[src/hw/soc_harness_pkg.sv]
// ----------------------------------------
// Shared widths, DMI types, memory port
// structs and the address map.
// Memory words are 64 bits with 8 byte
// enables, and addresses are byte addresses.
// ----------------------------------------
`default_nettype none

package soc_harness_pkg;

  // Memory side widths
  typedef logic [31:0] addr_t;
  typedef logic [63:0] data_t;
  typedef logic [7:0]  be_t;

  // Debug module interface
  typedef logic [6:0]  dmi_addr_t;
  typedef logic [31:0] dmi_data_t;

  typedef enum logic [1:0] {
    DMI_NOP   = 2'h0,
    DMI_READ  = 2'h1,
    DMI_WRITE = 2'h2
  } dmi_op_e;

  typedef struct packed {
    dmi_addr_t addr;
    dmi_op_e   op;
    dmi_data_t data;
  } dmi_req_t;

  typedef struct packed {
    dmi_data_t  data;
    logic [1:0] resp;
  } dmi_resp_t;

  typedef struct packed {
    logic  req;
    logic  we;
    addr_t addr;
    be_t   be;
    data_t wdata;
  } mem_req_t;

  typedef struct packed {
    logic  rvalid;
    logic  err;
    data_t rdata;
  } mem_resp_t;

  // ----------------------------------------
  // Debug register map
  // ----------------------------------------
  localparam dmi_addr_t   DmData0Addr   = 7'h04;
  localparam dmi_addr_t   DmControlAddr = 7'h10;
  localparam int unsigned HaltReqBit    = 31;
  localparam int unsigned NdmResetBit   = 1;
  localparam int unsigned DmActiveBit   = 0;

  // ----------------------------------------
  // Address map
  // ----------------------------------------
  localparam addr_t       RomBase  = 32'h0001_0000;
  localparam int unsigned RomWords = 16;
  localparam addr_t       DramBase = 32'h8000_0000;

endpackage

`default_nettype wire
[src/hw/mem_addr_decode.sv]
// ----------------------------------------
// Decodes the memory port into boot ROM
// and main SRAM. Every accepted request
// gets one rvalid on the next cycle.
// Unmapped addresses return err, and ROM
// writes are dropped without an error.
// ----------------------------------------
`timescale 1ns/10ps
`default_nettype none

module mem_addr_decode #(
  parameter int unsigned NumWords = 1024
) (
  input  wire logic                       clk_i,
  input  wire logic                       sys_rst_ni,
  input  wire soc_harness_pkg::mem_req_t  mem_req_i,
  output      soc_harness_pkg::mem_resp_t mem_resp_o,
  output      soc_harness_pkg::mem_req_t  rom_req_o,
  input  wire soc_harness_pkg::data_t     rom_rdata_i,
  output      soc_harness_pkg::mem_req_t  sram_req_o,
  input  wire soc_harness_pkg::data_t     sram_rdata_i
);

  import soc_harness_pkg::*;

  localparam int unsigned OffBits = $clog2($bits(be_t));

  addr_t rom_off;
  addr_t sram_off;
  logic  rom_hit;
  logic  sram_hit;
  logic  accept;
  logic  rvalid_q;
  logic  rom_q;
  logic  sram_q;
  logic  we_q;

  // No requests taken while the system is held in reset
  assign accept   = mem_req_i.req & sys_rst_ni;
  assign rom_off  = mem_req_i.addr - RomBase;
  assign sram_off = mem_req_i.addr - DramBase;
  assign rom_hit  = rom_off < addr_t'(RomWords * 8);
  assign sram_hit = sram_off < addr_t'(NumWords * 8);

  always_comb begin
    rom_req_o       = mem_req_i;
    rom_req_o.req   = accept & rom_hit;
    rom_req_o.addr  = rom_off >> OffBits;
    sram_req_o      = mem_req_i;
    sram_req_o.req  = accept & sram_hit;
    sram_req_o.addr = sram_off >> OffBits;
  end

  // Region of the request now in the memories
  always_ff @(posedge clk_i or negedge sys_rst_ni) begin
    if (!sys_rst_ni) begin
      rvalid_q <= 1'b0;
      rom_q    <= 1'b0;
      sram_q   <= 1'b0;
      we_q     <= 1'b0;
    end else begin
      rvalid_q <= accept;
      rom_q    <= accept & rom_hit;
      sram_q   <= accept & sram_hit;
      we_q     <= accept & mem_req_i.we;
    end
  end

  always_comb begin
    mem_resp_o.rvalid = rvalid_q;
    mem_resp_o.err    = rvalid_q & ~rom_q & ~sram_q;
    mem_resp_o.rdata  = '0;
    if (!we_q && rom_q) begin
      mem_resp_o.rdata = rom_rdata_i;
    end else if (!we_q && sram_q) begin
      mem_resp_o.rdata = sram_rdata_i;
    end
  end

endmodule

`default_nettype wire

[config.mk]
export PLATFORM = sky130hd
export DESIGN_NAME = mem_addr_decode
export DESIGN_NICKNAME = d
export VERILOG_FILES = /design/src/hw/soc_harness_pkg.sv /design/src/hw/mem_addr_decode.sv
export SDC_FILE = /design/constraint.sdc
export NUM_CORES = 1
export LEC_CHECK = 0
export BUFFER_PORTS_ARGS = -buffer_cell sky130_fd_sc_hd__buf_2
export CAP_MARGIN = 20
export CORE_AREA = 4 4 197 199
export DETAILED_ROUTE_END_ITERATION = 8
export DIE_AREA = 0 0 201 203
export GPL_TIMING_DRIVEN = 0
export SYNTH_ARGS = -nofsm -noshare
export SYNTH_HDL_FRONTEND = slang
export SYNTH_SLANG_ARGS = --single-unit
[constraint.sdc]
create_clock -name clk_i -period 1.6 [get_ports clk_i]
set_input_delay 0.08 -clock clk_i [delete_from_list [all_inputs] [get_ports clk_i]]
set_output_delay 0.08 -clock clk_i [all_outputs]
set_load 0.05 [all_outputs]
==> run metrics <==
status=finished, violations left; failing checks=negative setup slack; YS warnings=0; number of max-slew violations in the final report=0; Die Height=between 200 and 250 µm; area grow syn2layout=187%; crit share post-route=123%; post-synthesis cell type count=between 40 and 50; Post-Synthesis Mean Instance Area=~7.7 µm²; placed insts=about 1300; Power Density=327 mW/mm²; floorplan die width=201 µm; post-route minimum period=approximately 2.0 ns; clock root buffer=clkbuf_16; initial antenna violation count=6; global-route met2 utilization=16.2%; Max VDD drop=about 0.23 mV; Post-DRT Antenna Nets=0; Inserted Clock Buffers=3; # setup viols final=70; layout cells sized above 1=between 90% and 100%; CTS tree=built; Avg WL per Cell=~16 µm; Flop pwr share=4.0%; Post-Syn Area=between 0.002 and 0.003 mm²; DRT Pass-1 Iters=4; CP startpoint kind=input pin; Non-Filler Instances=between 1000 and 1500; vias in the first global route=4386; fmax=507 MHz; initial core utilization=about 7.5%; final cell area excluding filler cells=between 0.008 and 0.009 mm²; Syn Inst Count=363; Logic pwr share=around 80%; Yosys top cell by area=buf_4; critical path fanouts, max=4; Crit. Startpoint=mem_req_i[88]; global placement routability congestion=approximately 0.82; Fin Hold WS=around 0.15 ns; Setup WS post-layout=-0.372 ns; Leak Pwr=between 4 and 5 nW; share of the synthesized area in the top cell type=about half; initial drt markers=136; Internal=roughly 1.1 mW; ys async rst share=100%; EDFF count, synth=0; first-pass GRT wire length=roughly 28000 µm; H-Tree Depth=1; Total GRT Usage=under 10%; DR vias/cell=approximately 3.3; GRT Max-Usage Layer=met2; Sw Pwr=~1.5 mW; Final Core Density=~22%; io pins=514; RSZ-0062 raised after global routing=true; most frequent cells in the layout=buf_2, buf_4, buf_8; power share of the clock group=approximately 14%; Synth Flop Type=dfrtp_1; #FFs+latches synth=4; commonest non-fill, non-tap cell in the layout=buf_2; clock slew at reported path FFs=0.03 ns; DRC=0; setup TNS=-6.98 ns; Arr. time, crit path=approximately 1.9 ns; Total Nets Final=1083; Setup Crit Path Kind=in -> out; port bufs=425; Hold Path Class=in -> reg; Row Count=71; CTS Sinks=4; Final Hold Vio Count=0; drt total wl=21400 µm; die area=0.0408 mm²; DR vias=roughly 4400; crit path capture type=output pin; switching share of power=a little under three fifths; HPWL after DPL=about 17000 µm; met3 usage=between 1.5 and 2%; largest net degree at the start of global routing=11; met1 Use GR=between 10% and 20%; CP required=roughly 1.5 ns; core area=about 0.037 mm²; MaxCap Viol Count=0; sequential fraction of the synthesis area=between 3 and 4%; Synth area leaders=buf_4, a22o_1, dfrtp_1; GRT overflow=0; clock buffer depth=2; worst setup path endpoint=rom_req_o[105]; Area after DPL=approximately 0.0059 mm²
[critical path, cell delays in order]
cell and delay, ns:
buf_12 0.08, clkinvlp_4 0.09, ha_4 0.17, or3b_4 0.28, nor4_4 0.04, or2_1 0.21, a221o_1 0.33, a2111oi_4 0.40
buf_6 0.21
[area by class of cell]
cell class / instances / area [µm²]
plain buffers: 208 / 1770
inverters: 4 / 21.3
well taps: 474 / 593
repair buffers: 475 / 3510
clock buffers: 3 / 75.1
diodes: 5 / 12.5
flip-flops and latches: 4 / 100
multi-input cells: 148 / 1970
fillers: 3979 / 29200
[kinds of logic after synthesis]
| kind of cell | share of synthesized area (%) |
|---|---|
| adder cells (fa/ha/maj) | 1.34 |
| XOR/XNOR | 4.06 |
| other | 0.134 |
| AND/OR/NAND/NOR | 11.6 |
| flip-flops | 3.57 |
| buffers and inverters | 55.6 |
| AO/OA/AOI/OAI | 23.8 |
[sequential cells by signal, summed over array words and instances, names as in the netlist]
name,cells
rom_q,1
rvalid_q,1
sram_q,1
we_q,1
[synth_stat cells (2+ instances only)]
library cell / n
a22o_1: 64
xnor2_1: 4
or4_4: 2
nand3_1: 3
nand2_1: 7
o31ai_1: 2
nor3b_1: 3
clkbuf_1: 14
or3_1: 2
dfrtp_1: 4
buf_6: 2
buf_4: 194
ha_1: 3
nor3_1: 6
inv_1: 4
nor2_1: 10
nor4_1: 4
xor2_1: 9
[per-stage QoR]
step	worst slack, ns	total power, mW
after floorplan	-0.766	1.62
after global placement	-0.851	2.13
after detailed placement	-0.873	2.14
after CTS	-0.422	2.61
after global routing	-0.447	2.73
final	-0.372	2.63
[routing by layer]
metal  part of all wire, %  vias up  wire (µm)
li1                      -     2035          -
met1                    37     2076       7910
met2                    53      244      11200
met3                   8.2       20       1750
met4                   2.2        2        480
met5                 0.080        -         17
[worst min-delay path by stage]
| stage | from | endpoint | depth (start not counted) |
|---|---|---|---|
| finish | sys_rst_ni | we_q$_DFF_PN0_ | 2 |
| global route | sys_rst_ni | we_q$_DFF_PN0_ | 2 |
| CTS | sys_rst_ni | we_q$_DFF_PN0_ | 2 |
| detailed placement | sys_rst_ni | we_q$_DFF_PN0_ | 1 |
| global placement | sys_rst_ni | we_q$_DFF_PN0_ | 1 |
| floorplan | sys_rst_ni | rom_q$_DFF_PN0_ | 0 |
[timing repair]
item / in CTS / in global routing
setup buffers: 26 / 13
hold buffers: 1 / 0
endpoints found under the setup margin: 78 / 78
gates cloned: 8 / 4
resized for setup: 334 / 54
hold endpoints to repair: 4 / 0
pin swaps: 47 / 14
[power by group through the flow]
| stage | clock network, mW | registers [mW] | logic [mW] |
|---|---|---|---|
| 2_1_floorplan | 0 | 0.106 | 1.52 |
| 6_report | 0.381 | 0.106 | 2.14 |
| 3_5_place_dp | 0 | 0.106 | 2.04 |
| 5_1_grt | 0.402 | 0.106 | 2.23 |
| 3_3_place_gp | 0 | 0.106 | 2.03 |
| 4_1_cts | 0.389 | 0.106 | 2.11 |
(Power assumes the default switching activity.)
