`src/hw/soc_harness_pkg.sv`:
```
// ----------------------------------------
// Shared widths, DMI types, memory port
// structs and the address map.
// Memory words are 64 bits with 8 byte
// enables, and addresses are byte addresses.
// ----------------------------------------
`default_nettype none

package soc_harness_pkg;

  // Memory side widths
  typedef logic [31:0] addr_t;
  typedef logic [63:0] data_t;
  typedef logic [7:0]  be_t;

  // Debug module interface
  typedef logic [6:0]  dmi_addr_t;
  typedef logic [31:0] dmi_data_t;

  typedef enum logic [1:0] {
    DMI_NOP   = 2'h0,
    DMI_READ  = 2'h1,
    DMI_WRITE = 2'h2
  } dmi_op_e;

  typedef struct packed {
    dmi_addr_t addr;
    dmi_op_e   op;
    dmi_data_t data;
  } dmi_req_t;

  typedef struct packed {
    dmi_data_t  data;
    logic [1:0] resp;
  } dmi_resp_t;

  typedef struct packed {
    logic  req;
    logic  we;
    addr_t addr;
    be_t   be;
    data_t wdata;
  } mem_req_t;

  typedef struct packed {
    logic  rvalid;
    logic  err;
    data_t rdata;
  } mem_resp_t;

  // ----------------------------------------
  // Debug register map
  // ----------------------------------------
  localparam dmi_addr_t   DmData0Addr   = 7'h04;
  localparam dmi_addr_t   DmControlAddr = 7'h10;
  localparam int unsigned HaltReqBit    = 31;
  localparam int unsigned NdmResetBit   = 1;
  localparam int unsigned DmActiveBit   = 0;

  // ----------------------------------------
  // Address map
  // ----------------------------------------
  localparam addr_t       RomBase  = 32'h0001_0000;
  localparam int unsigned RomWords = 16;
  localparam addr_t       DramBase = 32'h8000_0000;

endpackage

`default_nettype wire
```
`src/hw/harness_ctrl.sv`:
```
// ----------------------------------------
// Debug transport select, halt request
// delay window, system reset and cycle
// counter.
// jtag_sel_i must stay stable while a DMI
// request is outstanding.
// ----------------------------------------
`timescale 1ns/10ps
`default_nettype none

module harness_ctrl #(
  parameter int unsigned DelayCycles = 500
) (
  input  wire logic                      clk_i,
  input  wire logic                      ndmreset_n,
  input  wire logic                      jtag_sel_i,
  input  wire soc_harness_pkg::dmi_req_t jtag_req_i,
  input  wire logic                      jtag_req_valid_i,
  output      logic                      jtag_req_ready_o,
  output      logic                      jtag_resp_valid_o,
  input  wire logic                      jtag_resp_ready_i,
  input  wire logic [31:0]               jtag_exit_i,
  input  wire soc_harness_pkg::dmi_req_t dtm_req_i,
  input  wire logic                      dtm_req_valid_i,
  output      logic                      dtm_req_ready_o,
  output      logic                      dtm_resp_valid_o,
  input  wire logic                      dtm_resp_ready_i,
  input  wire logic [31:0]               dtm_exit_i,
  output      logic [31:0]               exit_o,
  output      soc_harness_pkg::dmi_req_t dm_req_o,
  output      logic                      dm_req_valid_o,
  input  wire logic                      dm_req_ready_i,
  input  wire logic                      dm_resp_valid_i,
  output      logic                      dm_resp_ready_o,
  input  wire logic                      haltreq_i,
  input  wire logic                      ndmreset_req_i,
  output      logic                      debug_req_o,
  output      logic                      sys_rst_no,
  output      logic [31:0]               cycles_o
);

  logic [31:0] dly_cnt_q;
  logic        rst_src_n;
  logic [1:0]  rst_sync_q;

  // ----------------------------------------
  // Transport mux
  // ----------------------------------------
  assign dm_req_o        = jtag_sel_i ? jtag_req_i        : dtm_req_i;
  assign dm_req_valid_o  = jtag_sel_i ? jtag_req_valid_i  : dtm_req_valid_i;
  assign dm_resp_ready_o = jtag_sel_i ? jtag_resp_ready_i : dtm_resp_ready_i;
  assign exit_o          = jtag_sel_i ? jtag_exit_i       : dtm_exit_i;

  // Unselected side never sees a handshake
  assign jtag_req_ready_o  = jtag_sel_i & dm_req_ready_i;
  assign dtm_req_ready_o   = ~jtag_sel_i & dm_req_ready_i;
  assign jtag_resp_valid_o = jtag_sel_i & dm_resp_valid_i;
  assign dtm_resp_valid_o  = ~jtag_sel_i & dm_resp_valid_i;

  // ----------------------------------------
  // Delay window
  // ----------------------------------------
  // Gives boot code time to run before the first halt
  always_ff @(posedge clk_i or negedge ndmreset_n) begin
    if (!ndmreset_n) begin
      dly_cnt_q <= 32'(DelayCycles);
    end else if (dly_cnt_q != '0) begin
      dly_cnt_q <= dly_cnt_q - 32'd1;
    end
  end

  assign debug_req_o = haltreq_i & (dly_cnt_q == '0);

  // ----------------------------------------
  // System reset
  // ----------------------------------------
  // Asserts at once, releases after two clock edges
  assign rst_src_n = ndmreset_n & ~ndmreset_req_i;

  always_ff @(posedge clk_i or negedge rst_src_n) begin
    if (!rst_src_n) begin
      rst_sync_q <= 2'b00;
    end else begin
      rst_sync_q <= {rst_sync_q[0], 1'b1};
    end
  end

  assign sys_rst_no = rst_sync_q[1];

  // Free running from system reset release
  always_ff @(posedge clk_i or negedge sys_rst_no) begin
    if (!sys_rst_no) begin
      cycles_o <= '0;
    end else begin
      cycles_o <= cycles_o + 32'd1;
    end
  end

endmodule

`default_nettype wire

```
`config.mk`:
```
export PLATFORM = sky130hd
export DESIGN_NAME = harness_ctrl
export DESIGN_NICKNAME = d
export VERILOG_FILES = /design/src/hw/soc_harness_pkg.sv /design/src/hw/harness_ctrl.sv
export SDC_FILE = /design/constraint.sdc
export NUM_CORES = 1
export LEC_CHECK = 0
export BUFFER_PORTS_ARGS = -buffer_cell sky130_fd_sc_hd__buf_2
export CAP_MARGIN = 20
export CORE_ASPECT_RATIO = 1.2
export CORE_MARGIN = 2
export CORE_UTILIZATION = 35
export CTS_CLUSTER_SIZE = 30
export DETAILED_ROUTE_END_ITERATION = 16
export PLACE_DENSITY = 0.81
export SYNTH_ARGS = -nofsm -noshare
export SYNTH_HDL_FRONTEND = slang
export SYNTH_SLANG_ARGS = --single-unit
```
`constraint.sdc`:
```
create_clock -name clk_i -period 3.18 [get_ports clk_i]
set_input_delay 0.477 -clock clk_i [delete_from_list [all_inputs] [get_ports clk_i]]
set_output_delay 0.477 -clock clk_i [all_outputs]
set_load 0.01 [all_outputs]
```
==> metrics.md <==
| Metric | Value |
|---|---|
| Worst-path clk slew | `60 ps` |
| Core ar. | `11000 µm²` |
| Primary FF master, synth | `dfrtp_1` |
| Clk root buf | `clkbuf_16` |
| Vias per Instance | `5.03` |
| P&R area growth vs syn | `46.4%` |
| Critical path startpoint | `dly_cnt_q[17]` |
| Post-layout min period | `2960 ps` |
| Netlist cell types | `44` |
| Top cells by area, synth | `dfrtp_1 (38%), mux2_2 (21%), xnor2_1 (8.2%), dfstp_2 (4.0%), xor2_1 (2.9%)` |
| Worst rel slew slack | `51.0%` |
| GPL Wtd Cong | `0.990` |
| Via count | `3897` |
| Type of origin of the critical path | `flop` |
| Flop2flop setup slack | `870 ps` |
| Reg power frac | `38.2%` |
| Fin cells | `774` |
| Maximum Capacitance Violations | `0` |
| IO Port Bufs | `269` |
| Max frequency | `338 MHz` |
| IO Pins | `270` |
| Leakage | `3.12 nW` |
| CP Capture Point | `debug_req_o` |
| Drt wl/cell | `19.4 µm` |
| Hpwl dp | `12600 µm` |
| Postcts setup bufs | `0` |
| Worst vdd ir | `232 µV` |
| Clock Power Share | `45.2%` |
| Clock latency at the later pin of the worst-skew pair | `330 ps` |
| RSZ-0062 raised after global routing | `no` |
| Area leader, netlist | `dfrtp_1` |
| Worst-case clock buffer depth | `2` |
| DIE WIDTH | `101 µm` |
| CTS tree | `done` |
| Share of layout cells above drive strength 1 | `59.9%` |
| Commonest cells after routing, fill and taps aside | `buf_2 (269), mux2_2 (75), dfrtp_1 (60)` |
| Worst setup EP type | `output port` |
| Nets | `792` |
| Initial antenna violation count | `7` |
| Cell count of the worst reg-to-reg path | `5` |
| R2r endpoint | `dly_cnt_q[31]` |
| Final-report setup violation count | `0` |
| Crit-path max FO | `6` |
| Total GRT Usage | `24.5%` |
| Setup TNS | `0 ps` |
| Combinational share of power | `16.6%` |
| Worst slew pin tran | `728 ps` |
| Post-route clock skew | `6.05 ps` |
| Drc violations | `0` |
| Hold crit path type | `in -> async` |
| TritonCTS Buffers | `9` |
| Htree depth | `3` |
| Synthesized area | `3930 µm²` |
| Syn nets | `520` |
| Final Cycle Share | `92.9%` |
| Status | `finished clean` |
| Initial Util | `35.8%` |
| YS warnings | `0` |
| Worst setup path category | `reg -> out` |
| Largest net degree at the start of global routing | `80` |
| Max-slew violation count | `0` |
| Worst reg2reg startpoint | `dly_cnt_q[9]` |
| Sw Ratio | `25.4%` |
| Vias in the first global route | `3894` |
| Rows | `42` |
| Post-DRT Antenna Nets | `0` |
| Post-synth top area share | `38.2%` |
| First-pass iteration count of the detailed router | `4` |
| Die area | `12100 µm²` |
| Placed cells | `754` |
| CTS sink cnt | `66` |
| Die height | `120 µm` |
| Crit path required time | `2700 ps` |
| Sequential share of the synthesized area | `42.2%` |
| Final Hold Viols | `0` |
| Number of synthesized register bits | `66` |
| Final wirelength | `15000 µm` |
| Ys async rst share | `100%` |
| GRT overflow | `0` |
| First-pass GRT wire length | `21700 µm` |
| Net Sw Power | `0.000559 W` |
| Number of flops mapped to enable cells by yosys | `0` |
| Commonest non-fill, non-tap cell in the layout | `buf_2` |
| Initial drt markers | `151` |
| Post-Syn Instances | `361` |
| Int Pwr | `0.00165 W` |
| Power density over cell area | `383 nW/µm²` |
| Avg Synthesized Cell Area | `10.9 µm²` |
| CP Data Arrival Time | `2480 ps` |
==> sequential cells by signal (all words and copies together) (netlist names) <==
signal	flops
cycles_o	32
dly_cnt_q	32
rst_sync_q	2
==> routing by layer <==
| metal | track usage [%] | vias up | share of wire, % |
|---|---|---|---|
| li1 | - | 1840 | - |
| met1 | 31.5 | 1834 | 43 |
| met2 | 37.6 | 192 | 44 |
| met3 | 9.78 | 25 | 9.6 |
| met4 | 7.79 | 6 | 2.6 |
| met5 | 0 | - | 0.27 |
==> metrics by stage <==
| step | power [W] | cell area (µm²) | util [%] | setup slack (ps) | hold WS, ps |
|---|---|---|---|---|---|
| floorplan | 0.00101 | 3930 | - | 730 | 181 |
| global placement | 0.00122 | 5430 | 49.5 | 437 | 262 |
| detailed placement | 0.00122 | 5430 | 49.5 | 368 | 272 |
| CTS | 0.00223 | 5740 | 52.2 | 0.346 | 44.8 |
| global route | 0.00229 | 5750 | 52.3 | 92.3 | 76.5 |
| finish | 0.00220 | 5750 | 52.4 | 224 | 55.6 |
==> how the worst min path moves through the flow <==
| stage | slack [ps] | endpoint | start |
|---|---|---|---|
| after floorplan | 180 | dly_cnt_q[0] | ndmreset_n |
| after global placement | 260 | cycles_o[29] | rst_sync_q[1] |
| after detailed placement | 270 | cycles_o[29] | rst_sync_q[1] |
| after CTS | 40 | rst_sync_q[1] | ndmreset_req_i |
| after global routing | 80 | rst_sync_q[1] | ndmreset_req_i |
| final | 60 | rst_sync_q[0] | ndmreset_req_i |
==> synth_stat cells, types with 2 or more instances <==
library cell,number
mux2_2,75
and2_1,7
a211oi_1,3
clkbuf_1,9
inv_1,6
nor2b_1,3
o31ai_1,2
nand4_1,5
nor3_1,6
and4_1,5
dfstp_2,6
a21o_1,5
or2_2,3
ha_1,2
nor2_1,14
o21ai_1,5
nand3b_1,4
or3b_2,2
or4_4,2
xor2_1,13
a311oi_1,2
nand2b_1,7
or3_1,7
nand2_1,25
nor4_1,6
nand3_1,15
and3_1,8
xnor2_1,37
dfrtp_1,60
o21ai_0,2
a21oi_1,2
==> cell families after synthesis <==
| family | after synthesis | synth area share, % |
|---|---|---|
| compound gates | 21 | 3.50 |
| xor+xnor | 50 | 11.1 |
| fa+ha+maj | 2 | 0.637 |
| buf+inv | 17 | 1.66 |
| flops | 66 | 42.2 |
| mux | 76 | 21.7 |
| other cells | 1 | 0.0954 |
| simple gates | 128 | 19.0 |
==> power groups by stage <==
stage	Combinational [W]	Sequential (W)	Clock, W
after floorplan	0.000149	0.000863	0
after global routing	0.000390	0.000842	0.00106
after CTS	0.000368	0.000842	0.00102
after global placement	0.000363	0.000857	0
final	0.000366	0.000842	0.000996
after detailed placement	0.000366	0.000857	0
==> worst max-delay path, stage by stage (launching register included) <==
cell and delay [ps]:
dfrtp_1 430, or4_4 570, nor4b_2 380, nand3_1 180
nor2_2 290, and2_1 170, buf_2 130
==> area by class of cell <==
cell class / count / area [µm²]
clock inverters: 7 / 77.6
diodes: 4 / 10.0
inverters: 6 / 22.5
repair buffers: 272 / 1380
clock buffers: 9 / 225
multi-input cells: 278 / 2210
flip-flops and latches: 66 / 1660
well taps: 132 / 165
fillers: 978 / 5230
==> timing repair <==
| item | in CTS | in global routing |
|---|---|---|
| endpoints found under the setup margin | 0 | 1 |
| hold buffers | 0 | 0 |
| gates resized for setup | 0 | 1 |
Power figures use the tool's default switching activity.
