<file path="config.mk">
export PLATFORM = sky130hd
export DESIGN_NAME = dm_regs
export DESIGN_NICKNAME = d
export VERILOG_FILES = /design/src/hw/soc_harness_pkg.sv /design/src/hw/dm_regs.sv
export SDC_FILE = /design/constraint.sdc
export NUM_CORES = 1
export LEC_CHECK = 0
export ABC_AREA = 1
export BUFFER_PORTS_ARGS = -buffer_cell sky130_fd_sc_hd__buf_2
export CAP_MARGIN = 20
export CORE_MARGIN = 10
export CORE_UTILIZATION = 35
export CTS_BUF_LIST = sky130_fd_sc_hd__clkbuf_16
export DETAILED_ROUTE_END_ITERATION = 16
export GPL_TIMING_DRIVEN = 0
export SYNTH_ARGS = -nofsm -noshare
export SYNTH_HDL_FRONTEND = slang
export SYNTH_SLANG_ARGS = --single-unit
</file>
<file path="constraint.sdc">
create_clock -name clk_i -period 3.1 [get_ports clk_i]
set_clock_uncertainty 0.15 [all_clocks]
set_input_delay 0.31 -clock clk_i [delete_from_list [all_inputs] [get_ports clk_i]]
set_output_delay 0.31 -clock clk_i [all_outputs]
set_load 0.03 [all_outputs]
</file>
<file path="src/hw/soc_harness_pkg.sv">
// ----------------------------------------
// Shared widths, DMI types, memory port
// structs and the address map.
// Memory words are 64 bits with 8 byte
// enables, and addresses are byte addresses.
// ----------------------------------------
`default_nettype none

package soc_harness_pkg;

  // Memory side widths
  typedef logic [31:0] addr_t;
  typedef logic [63:0] data_t;
  typedef logic [7:0]  be_t;

  // Debug module interface
  typedef logic [6:0]  dmi_addr_t;
  typedef logic [31:0] dmi_data_t;

  typedef enum logic [1:0] {
    DMI_NOP   = 2'h0,
    DMI_READ  = 2'h1,
    DMI_WRITE = 2'h2
  } dmi_op_e;

  typedef struct packed {
    dmi_addr_t addr;
    dmi_op_e   op;
    dmi_data_t data;
  } dmi_req_t;

  typedef struct packed {
    dmi_data_t  data;
    logic [1:0] resp;
  } dmi_resp_t;

  typedef struct packed {
    logic  req;
    logic  we;
    addr_t addr;
    be_t   be;
    data_t wdata;
  } mem_req_t;

  typedef struct packed {
    logic  rvalid;
    logic  err;
    data_t rdata;
  } mem_resp_t;

  // ----------------------------------------
  // Debug register map
  // ----------------------------------------
  localparam dmi_addr_t   DmData0Addr   = 7'h04;
  localparam dmi_addr_t   DmControlAddr = 7'h10;
  localparam int unsigned HaltReqBit    = 31;
  localparam int unsigned NdmResetBit   = 1;
  localparam int unsigned DmActiveBit   = 0;

  // ----------------------------------------
  // Address map
  // ----------------------------------------
  localparam addr_t       RomBase  = 32'h0001_0000;
  localparam int unsigned RomWords = 16;
  localparam addr_t       DramBase = 32'h8000_0000;

endpackage

`default_nettype wire
</file>
<file path="src/hw/dm_regs.sv">
// ----------------------------------------
// Minimal debug module register file.
// Holds data0 and three dmcontrol bits.
// One DMI request in flight at a time, and
// responses always report success.
// ----------------------------------------
`timescale 1ns/10ps
`default_nettype none

module dm_regs (
  input  wire logic                       clk_i,
  input  wire logic                       ndmreset_n,
  input  wire soc_harness_pkg::dmi_req_t  dmi_req_i,
  input  wire logic                       dmi_req_valid_i,
  output      logic                       dmi_req_ready_o,
  output      soc_harness_pkg::dmi_resp_t dmi_resp_o,
  output      logic                       dmi_resp_valid_o,
  input  wire logic                       dmi_resp_ready_i,
  output      logic                       haltreq_o,
  output      logic                       ndmreset_o
);

  import soc_harness_pkg::*;

  dmi_data_t data0_q;
  logic      haltreq_q;
  logic      ndmreset_q;
  logic      dmactive_q;
  logic      resp_valid_q;
  dmi_data_t resp_data_q;
  dmi_data_t ctrl_rd;
  dmi_data_t rd_data;
  logic      accept;

  // Busy until the response has been taken
  assign dmi_req_ready_o = ~resp_valid_q;
  assign accept          = dmi_req_valid_i & ~resp_valid_q;

  always_comb begin
    ctrl_rd              = '0;
    ctrl_rd[HaltReqBit]  = haltreq_q;
    ctrl_rd[NdmResetBit] = ndmreset_q;
    ctrl_rd[DmActiveBit] = dmactive_q;
  end

  // Writes and NOPs return zero
  always_comb begin
    rd_data = '0;
    if (dmi_req_i.op == DMI_READ) begin
      case (dmi_req_i.addr)
        DmData0Addr:   rd_data = data0_q;
        DmControlAddr: rd_data = ctrl_rd;
        default:       rd_data = '0;
      endcase
    end
  end

  always_ff @(posedge clk_i or negedge ndmreset_n) begin
    if (!ndmreset_n) begin
      data0_q      <= '0;
      haltreq_q    <= 1'b0;
      ndmreset_q   <= 1'b0;
      dmactive_q   <= 1'b0;
      resp_valid_q <= 1'b0;
    end else if (accept) begin
      resp_valid_q <= 1'b1;
      if (dmi_req_i.op == DMI_WRITE && dmi_req_i.addr == DmData0Addr) begin
        data0_q <= dmi_req_i.data;
      end
      if (dmi_req_i.op == DMI_WRITE && dmi_req_i.addr == DmControlAddr) begin
        haltreq_q  <= dmi_req_i.data[HaltReqBit];
        ndmreset_q <= dmi_req_i.data[NdmResetBit];
        dmactive_q <= dmi_req_i.data[DmActiveBit];
      end
    end else if (dmi_resp_ready_i) begin
      resp_valid_q <= 1'b0;
    end
  end

  always_ff @(posedge clk_i) begin
    if (accept) begin
      resp_data_q <= rd_data;
    end
  end

  assign dmi_resp_valid_o = resp_valid_q;
  assign dmi_resp_o.data  = resp_data_q;
  assign dmi_resp_o.resp  = 2'b00;

  // Outputs only act while the module is active
  assign haltreq_o  = haltreq_q & dmactive_q;
  assign ndmreset_o = ndmreset_q & dmactive_q;

endmodule

`default_nettype wire

</file>
==> results of run 1 <==
final timing paths:
path / from / end / slack (ns) / depth (start not counted)
max: dmi_resp_valid_o / resp_data_q[18] / 1.43 / 4
min: dmi_resp_ready_i / dmi_resp_valid_o / 0.05 / 2
max reg2reg: dmi_resp_valid_o / resp_data_q[18] / 1.43 / 4
min reg2reg: data0_q[2] / data0_q[2] / 0.32 / 2
max in group asynchronous: ndmreset_n / data0_q[23] / 1.82 / 2
min in group asynchronous: ndmreset_n / data0_q[13] / 0.48 / 2
metal layers:
layer  share of wire (%)  up-vias
li1                    -     1189
met3                 5.5        6
met2                  49       64
met1                  44     1045
met4                 1.0        0
met5                   0        -
through the flow:
step | total power (W) | instance area (um^2)
6_report | 0.00233 | 3840
3_5_place_dp | 0.00123 | 3500
5_1_grt | 0.00240 | 3840
2_1_floorplan | 0.00114 | 2940
4_1_cts | 0.00235 | 3840
3_3_place_gp | 0.00122 | 3470
final cells by class:
cell class	instances	area [um^2]	area share (%)
plain buffers	23	146	3.81
clock buffers	9	225	5.86
clock inverters	7	106	2.77
inverters	11	41.3	1.07
multi-input cells	194	892	23.2
flip-flops and latches	68	1860	48.5
well taps	105	131	3.42
repair buffers	82	438	11.4
cell usage in the layout, fill, tap and decap left out, drive strengths merged:
master	Yosys	final
nor2	6	6
dfrtp	36	36
o21ai	1	1
clkinv	0	3
edfxtp	32	32
buf	14	95
nand3	71	71
nand2	80	80
inv	11	12
dlygate4sd3	0	1
nand3b	1	1
nor3	30	30
conb	1	2
clkbuf	9	18
bufinv	0	3
a21oi	3	3
flip-flops by register name, indices dropped and copies added, names as in the netlist:
register          cells
resp_data_q          32
dmactive_q            1
data0_q              32
haltreq_q             1
ndmreset_q            1
dmi_resp_valid_o      1
logic make-up after synthesis:
kind of cell / after synthesis
compound gates: 4
buf+inv: 34
flops: 68
other cells: 1
simple gates: 188
power by group through the flow:
stage	registers (W)	clock network, W	logic, W
floorplan	0.00107	0	0.0000648
global placement	0.00102	0	0.000209
detailed placement	0.00101	0	0.000220
CTS	0.000998	0.00113	0.000221
global route	0.00100	0.00116	0.000236
finish	0.000998	0.00111	0.000216
timing repair:
item / 4_1_cts / 5_1_grt
resized for setup: 0 / 0
endpoints found under the hold margin: 36 / 0
hold buffers: 1 / 0
setup endpoints to repair: 0 / 0
==> flow_summary_export.csv, run 1 <==
group,metric,value,unit
floorplan,coreArea,8180,um^2
critical_path,critPathTopFamily,"buffers and inverters",
sta,worst_slew_pin_slew,0.802,ns
critical_path,cp-end-kind,"flip-flop",
grt,grt_util_met1,13.9,%
critical_path,crit_fanout,20,
cts,clockBufferDepth,2,
power,leakagePower,1.82,nW
sta,fmax,599,MHz
placed_design,place_ws,1.36,ns
power,peakVddDrop,0.312,mV
power,powerDensity,605,nW/um^2
sta,relSlewSlack,46.5,%
cts,ctsRootBufferMaster,"clkbuf_16",
synth,ys_seq_elements,68,
critical_path,slowest_delay,0.47,ns
flow_run,maxCapViolCount,0,
drt,viasPerCell,4.62,
synth,synthTopCellsByCount,"nand2_1, nand3_1, dfrtp_1",
hold_path,holdCritPathClass,"in2reg",
cts,postCtsSetupBuffers,0,
layout,syn2layout_area_growth,30.8,%
grt,grt_usage,11.2,%
drt,first_pass_iters,4,
critical_path,critPathLaunchType,"flip-flop",
floorplan,rows,33,
drt,ant_nets,0,
power,swShare,21.6,%
synth,syn-mean-instance-area,9.96,um^2
synth,yosysSeqAreaShare,63.4,%
drt,routed_wl,6920,um
drt,route.vias.total,2304,
synth,synth.distinct_cells,20,
synth,yosys.area_share.adder,0,%
synth,yosysMostFrequentCell,"nand2_1",
synth,muxShareOfSynthArea,0,%
power,p_int,0.00182,W
power,p_sw,0.000502,W
grt,grt.overflow.total,0,
layout,fillers,803,
sta,period_share,53.9,%
floorplan,die_w,112,um
synth,ys_top_cells_by_area,"edfxtp_1, dfrtp_1, nand3_1",
grt,gr-max-usage-layer,"met2",
floorplan,die_h,112,um
sta,grt_setup_unrepaired,"false",
cts,clkTransAtPathRegs,0.05,ns
grt,antenna_found_initial,0,
drt,wl_per_cell,13.9,um
floorplan,die-area,12500,um^2
synth,syn_area,2940,um^2
synth,synth_xor_xnor_area_share,0,%
sta,setup_slack,1.43,ns
synth,netlist_instances,295,
critical_path,critical_path_buf_inv_count,3,
layout,fin_nets,434,
critical_path,worstPathRequired,2.97,ns
power,p_comb_share,9.3,%
sta,hold_viol,0,
critical_path,worstSetupPathType,"reg2reg",
sta,finalSetupViolCount,0,
cts,cts_buffers,9,
synth,synth_top_family_by_area,"simple AND/OR/NAND/NOR gates",
floorplan,io_pins,83,
synth,synth-simple-area-share,29.4,%
drt,drc,0,
layout,drive_gt1_share,28.9,%
sta,final_max_slew_viol_count,0,
critical_path,cpMaxStageDelayCell,"inv_1",
power,p_seq_share,42.9,%
placed_design,hpwl,5390,um
synth,yosysTopAreaCell,"edfxtp_1",
critical_path,cp_cell_sequence,"inv_2, nand2_2, inv_1, buf_16",
placed_design,gp_congestion,0.778,
synth,yosys_most_used_dff,"dfrtp_1",
sta,hold-worst-slack,0.0467,ns
cts,h-tree-depth,3,
grt,first_global_vias,2296,
layout,finish.utilization,47.0,%
layout,antennaDiodeCount,0,
placed_design,dp.cells,482,
sta,timing.final.crit_period,1.67,ns
critical_path,arrival,1.54,ns
grt,met3_usage,2.74,%
synth,synth-edff-count,32,
grt,gr-usage-met2,18.0,%
placed_design,numPortBuffers,80,
power,clkPwrFrac,47.8,%
sta,setup-tns-final,0,ns
floorplan,start_util,35.9,%
layout,fin_cells,499,
synth,synth_warnings,0,
run_status,outcome,"completed",
grt,grt_max_degree,37,
synth,synth_compound_area_share,0.681,%
synth,synth_top_area_share,32.7,%
synth,async_flop_share,52.9,%
grt,grt_pass1_wl,11400,um
cts,clkSinkCount,68,
cts,clk_latency,0.31,ns
cts,tritoncts,"built",
drt,drt_iter0_drc,63,
(Power assumes the default switching activity.)
==> run 2: changes to the inputs <==
clock period = 1.73 ns   (was 3.1 ns; I/O delays follow)
==> flow_summary_export.csv, run 2 (synthesized netlist as in run 1, its figures left out) <==
group,metric,value,unit
floorplan,rows,33,
grt,grt.overflow.total,0,
power,p_seq_share,45.2,%
critical_path,cp-end-kind,"flip-flop",
floorplan,die_h,112,um
drt,routed_wl,7420,um
critical_path,crit_fanout,10,
cts,tritoncts,"built",
sta,final_max_slew_viol_count,0,
sta,hold_viol,0,
power,p_int,0.00302,W
power,p_comb_share,11.2,%
power,swShare,23.8,%
placed_design,place_ws,0.0350,ns
sta,worst_slew_pin_slew,0.803,ns
cts,clkSinkCount,68,
critical_path,critPathLaunchType,"flip-flop",
drt,viasPerCell,4.63,
placed_design,numPortBuffers,80,
cts,clockBufferDepth,2,
drt,wl_per_cell,13.9,um
power,p_sw,0.000941,W
layout,fin_nets,468,
sta,timing.final.crit_period,1.58,ns
run_status,outcome,"completed",
grt,grt_usage,12.4,%
grt,grt_pass1_wl,12500,um
drt,drt_iter0_drc,107,
critical_path,arrival,1.64,ns
hold_path,holdCritPathClass,"in2reg",
power,clkPwrFrac,43.6,%
sta,relSlewSlack,46.4,%
power,peakVddDrop,0.458,mV
drt,ant_nets,0,
critical_path,cpMaxStageDelayCell,"dfrtp_2",
grt,first_global_vias,2567,
sta,fmax,634,MHz
cts,ctsRootBufferMaster,"clkbuf_16",
cts,clkTransAtPathRegs,0.05,ns
flow_run,maxCapViolCount,0,
layout,final_common_cell,"buf_2",
critical_path,path_common_cell,"nand2_1",
layout,syn2layout_area_growth,40.6,%
sta,setup_slack,0.152,ns
critical_path,worstPathRequired,1.79,ns
floorplan,die-area,12500,um^2
layout,drive_gt1_share,27.6,%
critical_path,cp_cell_sequence,"inv_2, nand2_2, nor3_4, buf_12, nand2_4, buf_6, nand2_1, nand2_1",
layout,layout_common_cells,"buf_2, nand2_1, nand3_1, dfrtp_1, dlygate4sd3_1",
floorplan,start_util,35.9,%
grt,grt_max_degree,37,
drt,route.vias.total,2467,
layout,reg_top3,"data0_q x32, resp_data_q x32",
placed_design,hpwl,5350,um
grt,antenna_found_initial,0,
floorplan,io_pins,83,
critical_path,slowest_delay,0.40,ns
drt,drc,0,
critical_path,worstSetupPathType,"reg2reg",
floorplan,coreArea,8180,um^2
cts,cts_buffers,9,
power,p_total,0.00396,W
placed_design,gp_congestion,0.794,
cts,clk_latency,0.32,ns
sta,period_share,91.2,%
power,leakagePower,1.93,nW
drt,first_pass_iters,4,
sta,finalSetupViolCount,0,
layout,antennaDiodeCount,0,
sta,grt_setup_unrepaired,"false",
cts,h-tree-depth,3,
sta,setup-tns-final,0,ns
floorplan,die_w,112,um
power,powerDensity,958,nW/um^2
## run 2: cell type report
cell class                 instances  area, um^2
sequential                        68        1860
clock buffer                       9         225
tap                              105         131
buffer                            23         146
timing repair inverter             1        7.51
clock inverter                     7        60.1
inverter                          11        45.0
fill                             782        4040
timing repair buffer             115         761
multi-input combinational        194         892
## run 2: what timing repair did
item                                    in CTS  in global routing
hold buffers                                34                  0
endpoints found under the setup margin       0                 65
buffers inserted                             0                  1
gates resized for setup                      0                  1
endpoints found under the hold margin       72                  0
## run 2: worst paths after layout
| path | slack [ns] | to | cells past startpoint | start |
|---|---|---|---|---|
| max | 0.15 | data0_q[22] | 8 | dmi_resp_valid_o |
| min | 0.07 | dmi_resp_valid_o | 3 | dmi_req_valid_i |
| max reg2reg | 0.15 | data0_q[22] | 8 | dmi_resp_valid_o |
| min reg2reg | 0.32 | data0_q[13] | 2 | data0_q[13] |
| max in group asynchronous | 0.53 | dmi_resp_valid_o | 2 | ndmreset_n |
| min in group asynchronous | 0.33 | data0_q[9] | 2 | ndmreset_n |
## run 2: stage by stage
stage / cell area [um^2] / std cells / hold WS, ns / util (%)
finish: 4130 / 533 / 0.0746 / 50.5
global route: 4130 / 533 / 0.114 / 50.5
CTS: 4100 / 531 / 0.0120 / 50.2
detailed placement: 3480 / 481 / 0.163 / 42.5
global placement: 3480 / 481 / 0.157 / 42.5
floorplan: 2950 / 296 / -0.273 / -
## run 2: layer usage
metal | vias up | part of all wire (%) | wire length, um | global-route usage, %
met5 | - | 0 | 0 | 0
met2 | 96 | 46 | 3380 | 18.9
met4 | 0 | 3.8 | 282 | 8.31
met3 | 23 | 7.1 | 526 | 2.84
li1 | 1258 | - | - | -
met1 | 1090 | 43 | 3230 | 15.4
## run 2: worst max-delay path: cells and delay by family, from the launching register on
kind	cells	cell delay [ns]
simple gates	5	0.55
flops	1	0.40
buf+inv	3	0.37
## run 2: power groups by stage
stage | clock network, W | logic [W] | registers [W]
final | 0.00173 | 0.000443 | 0.00179
after global routing | 0.00184 | 0.000484 | 0.00180
after CTS | 0.00177 | 0.000439 | 0.00179
after detailed placement | 0 | 0.000380 | 0.00182
after global placement | 0 | 0.000375 | 0.00182
after floorplan | 0 | 0.000118 | 0.00192
